<file path="src/design/img_pkg.sv">
package img_pkg;

    // ====================
    // Image format
    // ====================
    localparam int header_word_count = 4;
    localparam int header_width = 64;
    localparam int buffer_depth = 256;

    // Top 7 pixel bits that classify a sample
    localparam logic [6:0] highlight_code = 7'h7f;
    localparam logic [6:0] shadow_code = 7'h00;

    localparam int unsigned fletcher_modulus = 65535;

    // ====================
    // Types
    // ====================
    typedef logic [11:0] pixel_t;
    typedef logic [15:0] word_t;
    typedef logic [header_width-1:0] header_t;
    typedef logic [$clog2(buffer_depth)-1:0] addr_t;
    typedef logic [$clog2(buffer_depth):0] word_count_t;
    typedef logic [17:0] stat_count_t;

    // Second sum in the upper half, first sum in the lower half
    typedef logic [31:0] checksum_t;

    typedef enum logic [2:0] {
        idle,
        clear,
        header,
        wait_fv_low,
        wait_fv_high,
        pixels,
        checksum_lo,
        checksum_hi
    } capture_state_t;

    typedef struct packed {
        logic   fv;
        logic   lv;
        pixel_t d;
    } pixel_bus_t;

    typedef struct packed {
        logic  valid;
        word_t data;
    } word_wr_t;

endpackage

</file>
<file path="src/design/fletcher_checksum.sv">
module fletcher_checksum (
    input  logic                clk,
    input  logic                readout_rst,
    input  logic                clear,
    input  logic                en,
    input  img_pkg::word_t      data,
    output img_pkg::checksum_t  checksum
);
    logic [15:0] sum_a;
    logic [15:0] sum_b;
    logic [15:0] sum_a_next;
    img_pkg::word_t data_swapped;

    // Modular add where both operands are already below the modulus
    function automatic logic [15:0] mod_add(input logic [15:0] x, input logic [15:0] y);
        logic [16:0] s;
        s = {1'b0, x} + {1'b0, y};
        if (s >= 17'(img_pkg::fletcher_modulus)) begin
            s = s - 17'(img_pkg::fletcher_modulus);
        end
        return s[15:0];
    endfunction

    // Host reads the words little endian
    assign data_swapped = {data[7:0], data[15:8]};
    assign sum_a_next = mod_add(sum_a, data_swapped);

    always_ff @(posedge clk) begin
        if (!readout_rst || clear) begin
            sum_a <= '0;
            sum_b <= '0;
        end else if (en) begin
            sum_a <= sum_a_next;
            sum_b <= mod_add(sum_b, sum_a_next);
        end
    end

    assign checksum = {sum_b, sum_a};

    a_sums_reduced: assert property (@(posedge clk) disable iff (!readout_rst)
        (sum_a != 16'(img_pkg::fletcher_modulus)) && (sum_b != 16'(img_pkg::fletcher_modulus)));

endmodule

</file>
<file path="src/design/pixel_stats.sv">
module pixel_stats (
    input  logic                  clk,
    input  logic                  readout_rst,
    input  logic                  clear,
    input  logic                  window,
    input  img_pkg::pixel_bus_t   pixel_bus,
    output img_pkg::stat_count_t  highlight_count,
    output img_pkg::stat_count_t  shadow_count
);
    logic [1:0] col_phase;
    logic [1:0] row_phase;
    logic lv_prev;
    logic sample_en;
    logic [6:0] sample_px;

    // ====================
    // 4x4 grid phase
    // ====================
    always_ff @(posedge clk) begin
        if (!readout_rst) begin
            col_phase <= '0;
            row_phase <= '0;
            lv_prev <= 1'b0;
        end else begin
            lv_prev <= pixel_bus.lv;
            if (!pixel_bus.lv) begin
                col_phase <= '0;
            end else begin
                col_phase <= col_phase + 1'b1;
            end
            // Row advances at the end of each line
            if (!pixel_bus.fv) begin
                row_phase <= '0;
            end else if (lv_prev && !pixel_bus.lv) begin
                row_phase <= row_phase + 1'b1;
            end
        end
    end

    // First pixel of every fourth column on every fourth line
    assign sample_en = window && pixel_bus.fv && pixel_bus.lv
        && (col_phase == 2'd0) && (row_phase == 2'd0);
    assign sample_px = pixel_bus.d[11:5];

    // ====================
    // Counters
    // ====================
    always_ff @(posedge clk) begin
        if (!readout_rst || clear) begin
            highlight_count <= '0;
            shadow_count <= '0;
        end else if (sample_en) begin
            if (sample_px == img_pkg::highlight_code) begin
                highlight_count <= highlight_count + 1'b1;
            end else if (sample_px == img_pkg::shadow_code) begin
                shadow_count <= shadow_count + 1'b1;
            end
        end
    end

    a_count_in_window: assert property (@(posedge clk) disable iff (!readout_rst)
        (!window && !clear) |=> ($stable(highlight_count) && $stable(shadow_count)));

endmodule

</file>
<file path="src/design/img_buffer.sv">
module img_buffer (
    input  logic                  clk,
    input  logic                  readout_rst,
    input  logic                  clear,
    input  img_pkg::word_wr_t     wr,
    input  logic                  cmd_readout,
    input  logic                  capture_busy,
    output logic                  readout_busy,
    output logic                  readout_valid,
    input  logic                  readout_ready,
    output img_pkg::word_t        readout_data,
    output img_pkg::word_count_t  word_count
);
    img_pkg::word_t mem [img_pkg::buffer_depth];
    img_pkg::word_count_t wr_ptr;
    img_pkg::word_count_t rd_ptr;
    img_pkg::addr_t wr_addr;
    img_pkg::addr_t rd_addr;
    img_pkg::word_t mem_q;
    logic buffer_full;
    logic rd_start;
    logic rd_active;
    logic rd_last;
    logic mem_valid;
    logic out_take;
    logic issue;

    assign buffer_full = (wr_ptr == img_pkg::word_count_t'(img_pkg::buffer_depth));
    assign wr_addr = img_pkg::addr_t'(wr_ptr);
    assign rd_addr = img_pkg::addr_t'(rd_ptr);

    assign rd_start = cmd_readout && !capture_busy && !readout_busy;
    assign rd_last = rd_active && (rd_ptr == wr_ptr);

    // Output register can load when empty or when its word leaves
    assign out_take = !readout_valid || readout_ready;

    // A read is issued only if the memory stage has somewhere to go
    assign issue = (rd_start || rd_active) && (rd_ptr < wr_ptr) && (!mem_valid || out_take);

    assign readout_busy = rd_active || mem_valid || readout_valid;
    assign word_count = wr_ptr;

    // ====================
    // Memory
    // ====================
    always_ff @(posedge clk) begin
        if (wr.valid && !buffer_full) begin
            mem[wr_addr] <= wr.data;
        end
        if (issue) begin
            mem_q <= mem[rd_addr];
        end
    end

    always_ff @(posedge clk) begin
        if (out_take && mem_valid) begin
            readout_data <= mem_q;
        end
    end

    // ====================
    // Pointers and readout
    // ====================
    always_ff @(posedge clk) begin
        if (!readout_rst) begin
            wr_ptr <= '0;
            rd_ptr <= '0;
            rd_active <= 1'b0;
            mem_valid <= 1'b0;
            readout_valid <= 1'b0;
        end else begin
            // Saturates at full, later words are dropped
            if (clear) begin
                wr_ptr <= '0;
            end else if (wr.valid && !buffer_full) begin
                wr_ptr <= wr_ptr + 1'b1;
            end

            if (rd_start) begin
                rd_active <= 1'b1;
            end else if (rd_last) begin
                rd_active <= 1'b0;
            end

            if (issue) begin
                rd_ptr <= rd_ptr + 1'b1;
            end else if (rd_last) begin
                rd_ptr <= '0;
            end

            if (issue) begin
                mem_valid <= 1'b1;
            end else if (out_take) begin
                mem_valid <= 1'b0;
            end

            if (out_take) begin
                readout_valid <= mem_valid;
            end
        end
    end

    a_hold_on_stall: assert property (@(posedge clk) disable iff (!readout_rst)
        (readout_valid && !readout_ready) |=> (readout_valid && $stable(readout_data)));

endmodule

</file>
<file path="src/design/frame_capture.sv">
module frame_capture (
    input  logic                   clk,
    input  logic                   readout_rst,
    input  logic                   cmd_capture,
    input  img_pkg::header_t       cmd_header,
    input  img_pkg::pixel_t        img_d,
    input  logic                   img_fv,
    input  logic                   img_lv,
    input  logic                   readout_busy,
    input  img_pkg::checksum_t     checksum,
    output img_pkg::pixel_bus_t    pixel_bus,
    output logic                   pixel_window,
    output logic                   stats_clear,
    output logic                   sum_en,
    output img_pkg::word_t         sum_data,
    output logic                   sum_clear,
    output img_pkg::word_wr_t      wr,
    output logic                   buffer_clear,
    output logic                   capture_done,
    output logic                   capture_busy
);
    img_pkg::capture_state_t state;
    img_pkg::header_t header_q;
    logic [$clog2(img_pkg::header_word_count)-1:0] hdr_cnt;
    logic capture_start;

    // ====================
    // Sensor pin stage
    // ====================
    always_ff @(posedge clk) begin
        if (!readout_rst) begin
            pixel_bus <= '0;
        end else begin
            pixel_bus.fv <= img_fv;
            pixel_bus.lv <= img_lv;
            pixel_bus.d <= img_d;
        end
    end

    // Capture wins a tie with a readout command in the same cycle
    assign capture_start = cmd_capture && !readout_busy && (state == img_pkg::idle);
    assign capture_busy = (state != img_pkg::idle) || capture_start;

    // ====================
    // Capture FSM
    // ====================
    always_ff @(posedge clk) begin
        if (!readout_rst) begin
            state <= img_pkg::idle;
            hdr_cnt <= '0;
            capture_done <= 1'b0;
        end else begin
            capture_done <= (state == img_pkg::checksum_hi);
            case (state)
                img_pkg::idle: begin
                    if (capture_start) begin
                        state <= img_pkg::clear;
                    end
                end
                img_pkg::clear: begin
                    hdr_cnt <= '0;
                    state <= img_pkg::header;
                end
                img_pkg::header: begin
                    hdr_cnt <= hdr_cnt + 1'b1;
                    if (int'(hdr_cnt) == img_pkg::header_word_count - 1) begin
                        state <= img_pkg::wait_fv_low;
                    end
                end
                // Skip the rest of a frame that is already running
                img_pkg::wait_fv_low: begin
                    if (!pixel_bus.fv) begin
                        state <= img_pkg::wait_fv_high;
                    end
                end
                img_pkg::wait_fv_high: begin
                    if (pixel_bus.fv) begin
                        state <= img_pkg::pixels;
                    end
                end
                img_pkg::pixels: begin
                    if (!pixel_bus.fv) begin
                        state <= img_pkg::checksum_lo;
                    end
                end
                img_pkg::checksum_lo: state <= img_pkg::checksum_hi;
                img_pkg::checksum_hi: state <= img_pkg::idle;
                default: state <= img_pkg::idle;
            endcase
        end
    end

    // Header goes out most significant word first
    always_ff @(posedge clk) begin
        if (state == img_pkg::clear) begin
            header_q <= cmd_header;
        end else if (state == img_pkg::header) begin
            header_q <= header_q << $bits(img_pkg::word_t);
        end
    end

    // ====================
    // Word stream
    // ====================
    always_comb begin
        wr = '0;
        case (state)
            img_pkg::header: begin
                wr.valid = 1'b1;
                wr.data = header_q[img_pkg::header_width-1 -: 16];
            end
            img_pkg::pixels: begin
                // Little endian: low pixel byte first
                wr.valid = pixel_bus.lv;
                wr.data = {pixel_bus.d[7:0], 4'b0000, pixel_bus.d[11:8]};
            end
            img_pkg::checksum_lo: begin
                wr.valid = 1'b1;
                wr.data = {checksum[7:0], checksum[15:8]};
            end
            img_pkg::checksum_hi: begin
                wr.valid = 1'b1;
                wr.data = {checksum[23:16], checksum[31:24]};
            end
            default: wr = '0;
        endcase
    end

    // Checksum words themselves stay out of the sum
    assign sum_en = wr.valid && ((state == img_pkg::header) || (state == img_pkg::pixels));
    assign sum_data = wr.data;

    assign sum_clear = (state == img_pkg::clear);
    assign stats_clear = (state == img_pkg::clear);
    assign buffer_clear = (state == img_pkg::clear);
    assign pixel_window = (state == img_pkg::pixels);

    a_no_write_outside_frame: assert property (@(posedge clk) disable iff (!readout_rst)
        (state inside {img_pkg::idle, img_pkg::wait_fv_low, img_pkg::wait_fv_high})
        |-> !wr.valid);

endmodule

</file>
<file path="src/design/img_controller.sv">
module img_controller (
    input  logic                  clk,
    input  logic                  readout_rst,
    input  logic                  cmd_capture,
    input  logic                  cmd_readout,
    input  img_pkg::header_t      cmd_header,
    input  img_pkg::pixel_t       img_d,
    input  logic                  img_fv,
    input  logic                  img_lv,
    output logic                  readout_valid,
    input  logic                  readout_ready,
    output img_pkg::word_t        readout_data,
    output logic                  status_capture_done,
    output img_pkg::word_count_t  status_word_count,
    output img_pkg::stat_count_t  status_highlight_count,
    output img_pkg::stat_count_t  status_shadow_count
);
    img_pkg::pixel_bus_t pixel_bus;
    img_pkg::word_t sum_data;
    img_pkg::checksum_t checksum;
    img_pkg::word_wr_t wr;
    logic pixel_window;
    logic stats_clear;
    logic sum_en;
    logic sum_clear;
    logic buffer_clear;
    logic capture_busy;
    logic readout_busy;

    // ====================
    // Capture side
    // ====================
    frame_capture u_frame_capture (
        .clk          (clk),
        .readout_rst  (readout_rst),
        .cmd_capture  (cmd_capture),
        .cmd_header   (cmd_header),
        .img_d        (img_d),
        .img_fv       (img_fv),
        .img_lv       (img_lv),
        .readout_busy (readout_busy),
        .checksum     (checksum),
        .pixel_bus    (pixel_bus),
        .pixel_window (pixel_window),
        .stats_clear  (stats_clear),
        .sum_en       (sum_en),
        .sum_data     (sum_data),
        .sum_clear    (sum_clear),
        .wr           (wr),
        .buffer_clear (buffer_clear),
        .capture_done (status_capture_done),
        .capture_busy (capture_busy)
    );

    fletcher_checksum u_fletcher_checksum (
        .clk         (clk),
        .readout_rst (readout_rst),
        .clear       (sum_clear),
        .en          (sum_en),
        .data        (sum_data),
        .checksum    (checksum)
    );

    pixel_stats u_pixel_stats (
        .clk             (clk),
        .readout_rst     (readout_rst),
        .clear           (stats_clear),
        .window          (pixel_window),
        .pixel_bus       (pixel_bus),
        .highlight_count (status_highlight_count),
        .shadow_count    (status_shadow_count)
    );

    // ====================
    // Buffer and readout
    // ====================
    img_buffer u_img_buffer (
        .clk           (clk),
        .readout_rst   (readout_rst),
        .clear         (buffer_clear),
        .wr            (wr),
        .cmd_readout   (cmd_readout),
        .capture_busy  (capture_busy),
        .readout_busy  (readout_busy),
        .readout_valid (readout_valid),
        .readout_ready (readout_ready),
        .readout_data  (readout_data),
        .word_count    (status_word_count)
    );

endmodule

</file>
<file path="config.mk">
export PLATFORM = sky130hd
export DESIGN_NAME = img_controller
export DESIGN_NICKNAME = d
export VERILOG_FILES = /design/src/design/img_pkg.sv /design/src/design/fletcher_checksum.sv /design/src/design/pixel_stats.sv /design/src/design/img_buffer.sv /design/src/design/frame_capture.sv /design/src/design/img_controller.sv
export SDC_FILE = /design/constraint.sdc
export NUM_CORES = 2
export LEC_CHECK = 0
export BUFFER_PORTS_ARGS = -buffer_cell sky130_fd_sc_hd__buf_2
export CAP_MARGIN = 20
export CORE_AREA = 2 2 534 642
export CTS_CLUSTER_DIAMETER = 150
export DETAILED_ROUTE_END_ITERATION = 8
export DIE_AREA = 0 0 536 644
export PLACE_DENSITY = 0.65
export SYNTH_ARGS = -nofsm -noshare
export SYNTH_HDL_FRONTEND = slang
export SYNTH_SLANG_ARGS = --single-unit
</file>
<file path="constraint.sdc">
create_clock -name clk -period 15.6 [get_ports clk]
set_clock_uncertainty 0.1 [all_clocks]
set_input_delay 2.34 -clock clk [delete_from_list [all_inputs] [get_ports clk]]
set_output_delay 2.34 -clock clk [all_outputs]
set_load 0.05 [all_outputs]
</file>
==> results by group <==
Status
  – Status: finished, final reports clean

Min path
  – Hold path start: u_img_buffer.mem_q[7]$_DFFE_PP_
  – Hold Path Class: flop to flop

CTS
  – H-tree depth: 5
  – Post-CTS Resized: 0
  – Cts bufs inserted: 415
  – Clk buf depth: 4
  – Post-CTS Setup Repair Bufs: 0
  – Root buf cell: clkbuf_16
  – Clock transition at the registers of the reported paths: 0.07 ns
  – CTS tree: yes
  – CTS Sinks: 4306
  – Clock Latency Late Sink: 0.92 ns
  – Cts-stage hold buffer count: 0

Floorplanning
  – Std-Cell Rows: 235
  – Die Wd: 536 µm
  – Starting Density: 49.64%
  – Core box area: 0.3396 mm²
  – Die area: 0.3452 mm²
  – I/O pins: 146
  – Die Y: 644 µm

Route
  – First DRT Iteration DRCs: 10460
  – Wire per inst: 32.58 µm
  – Post-Route WL: 420400 µm
  – Number of iterations in the first detailed-routing pass: 5
  – Vias after detailed routing: 80710
  – Detail Route Antenna Nets: 0
  – Via density: 6.254
  – DRC errors left: 0

Yosys
  – Syn Inst Count: 7534
  – Syn. warnings: 0
  – Post-Syn Area per Cell: 22.37 µm²
  – Sequential fraction of the synthesis area: 76.03%
  – Post-synth EDFFs: 4192
  – Synth Cell Area: 0.1686 mm²
  – Post-synth ARST share: 0%
  – Post-synth net total: 7672
  – Top FF cell, synth: edfxtp_1
  – Synth unique cells: 78
  – Synthesized flop and latch total: 4306

Finish
  – Number of nets in the layout: 8190
  – Area grow syn2layout: 12.96%
  – Utilization after layout: 56.07%
  – Layout cell share with drive strength beyond 1: 30.85%
  – Fill cells: 24710

Setup path
  – Setup Crit Path Kind: flop to flop
  – Crit-path slowest cell: a22o_4
  – Buf/Inv on CP: 2
  – Crit-path max FO: 83
  – Crit end category: flop
  – Reg-to-reg startpoint: u_frame_capture.state[1]$_SDFFE_PN0P_
  – Worst path required time: 16.29 ns
  – Critical Path Start: u_frame_capture.state[1]$_SDFFE_PN0P_
  – Most used cell, CP: xnor2_1
  – Critical Path AT: 10.82 ns
  – Critical path's top delay family: compound AO/OA/AOI/OAI gates
  – CP peak stage delay: 0.77 ns
  – Critical Path Start Type: flop

STA
  – Fin crit period: 10.13 ns
  – Unrepaired setup endpoints after global routing: no
  – Maximum operating frequency: 98.70 MHz
  – Sum Neg Setup Slack: 0 ns
  – Final setup fails: 0
  – Pins over their slew limit: 0
  – Slew Limit Headroom: 12.30%
  – Final Cycle Share: 64.95%
  – Final Hold Vio Count: 0
  – Worst-Margin Slew: 1.307 ns

Global route
  – Congestion Overflow GR: 0
  – Initial antenna violation count: 20
  – Global-route wire length before repair: 598200 µm
  – Largest net degree at the start of global routing: 257
  – Tot GR Track Use: 24.21%
  – Vias in the first global route: 80660

Placed design
  – Port buffer count: 145
  – RePlAce Congestion: 0.8504
  – Dpl hpwl: 244400 µm

Job
  – Max-cap viol count: 0

Power and ir drop
  – Maximum VDD drop: 0.08795 mV
  – P_leak: 59.78 nW
  – Power per Cell Area: 125.8 mW/mm²
==> worst paths after layout <==
kind,cells past startpoint,slack [ns],endpoint
hold reg to reg,0,0.32,u_img_buffer.readout_data[7]$_DFFE_PP_
setup / recovery,27,5.47,u_fletcher_checksum.sum_b[3]$_SDFFE_PP0P_
setup reg to reg,27,5.47,u_fletcher_checksum.sum_b[3]$_SDFFE_PP0P_
hold / removal,0,0.32,u_img_buffer.readout_data[7]$_DFFE_PP_
==> where the power goes <==
group	internal (mW)	total (mW)	switching, mW
clock network	5.95	10.2	4.28
registers	12.8	12.8	0.0342
logic	0.318	0.899	0.581
total	19.1	23.9	4.89
==> cells by family after synthesis <==
group	Yosys count	share of synthesized area, %
AOI/OAI and AO/OA	369	1.447
xor gates and xnor gates	67	0.3481
adders and majority gates	55	0.4171
buffers and inverters	450	1.146
and+or+nand+nor	830	2.288
muxes	1457	18.33
DFF	4306	76.03
==> cell type report <==
| type | count | area [µm²] | area share, % |
|---|---|---|---|
| Inverter | 38 | 142.6 | 0.07491 |
| Antenna cell | 16 | 40.04 | 0.02103 |
| Multi-Input combinational cell | 2778 | 38780 | 20.36 |
| Sequential cell | 4306 | 128200 | 67.32 |
| Clock buffer | 488 | 10870 | 5.708 |
| Clock inverter | 263 | 2888 | 1.517 |
| Timing Repair Buffer | 513 | 3880 | 2.038 |
| Tap cell | 4503 | 5634 | 2.959 |
==> Yosys cell counts, types with 45 or more instances <==
cell | n | share of area (%)
edfxtp_1 | 4192 | 75
mux4_2 | 1296 | 17
nor2_1 | 390 | 0.87
clkbuf_1 | 239 | 0.53
nand2_1 | 137 | 0.31
dfxtp_1 | 114 | 1.4
a21oi_1 | 101 | 0.30
buf_2 | 101 | 0.30
mux2i_1 | 91 | 0.54
mux2_2 | 69 | 0.46
nor2b_1 | 59 | 0.22
a211oi_1 | 58 | 0.26
o21ai_0 | 58 | 0.17
buf_1 | 53 | 0.12
ha_1 | 53 | 0.39
nand3_1 | 53 | 0.16
and2_1 | 45 | 0.17
==> layout by cell type (no fill, tap or decap), drive strengths merged, types with 20 or more instances in the layout <==
cell         n
bufinv      59
xor2        31
a21oi      101
and2        45
o21a        20
nand3       53
mux4      1296
mux2i       91
clkinv     167
buf        512
inv         52
nor2b       59
nand2      138
xnor2       36
mux2        70
edfxtp    4192
dfxtp      114
nor3        44
a21o        20
clkinvlp    23
o21ai       75
a211oi      61
nor2       390
and3        21
clkbuf     489
ha          53
==> flip-flops by register name (all words and copies together), names as in the netlist, 3 cells and up <==
| name | count |
|---|---|
| u_fletcher_checksum.sum_a | 16 |
| u_fletcher_checksum.sum_b | 16 |
| u_frame_capture.header_q | 64 |
| u_frame_capture.pixel_bus | 14 |
| u_frame_capture.state | 3 |
| u_img_buffer.mem | 4096 |
| u_img_buffer.mem_q | 16 |
| u_img_buffer.rd_ptr | 9 |
| u_img_buffer.readout_data | 16 |
| u_img_buffer.word_count | 9 |
| u_pixel_stats.highlight_count | 18 |
| u_pixel_stats.shadow_count | 18 |
==> routing by layer <==
metal,GRT usage (%),part of all wire (%)
met2,39.44,49
met3,3.784,7.9
met5,0,0.0081
met4,7.355,3.2
met1,33.98,39
==> metrics by stage <==
| stage | hold WS (ns) | worst slack (ns) | total power [mW] | cell area, µm² | instances |
|---|---|---|---|---|---|
| after floorplan | 0.3003 | 2.769 | 13.69 | 168600 | 7534 |
| after global placement | 0.3022 | 5.435 | 13.94 | 176200 | 12120 |
| after detailed placement | 0.3054 | 5.256 | 13.97 | 176400 | 12130 |
| after CTS | 0.3208 | 5.218 | 24.11 | 190100 | 12880 |
| after global routing | 0.3236 | 4.600 | 24.59 | 190400 | 12900 |
| final | 0.3217 | 5.469 | 23.95 | 190400 | 12910 |
Power figures use the tool's default switching activity.
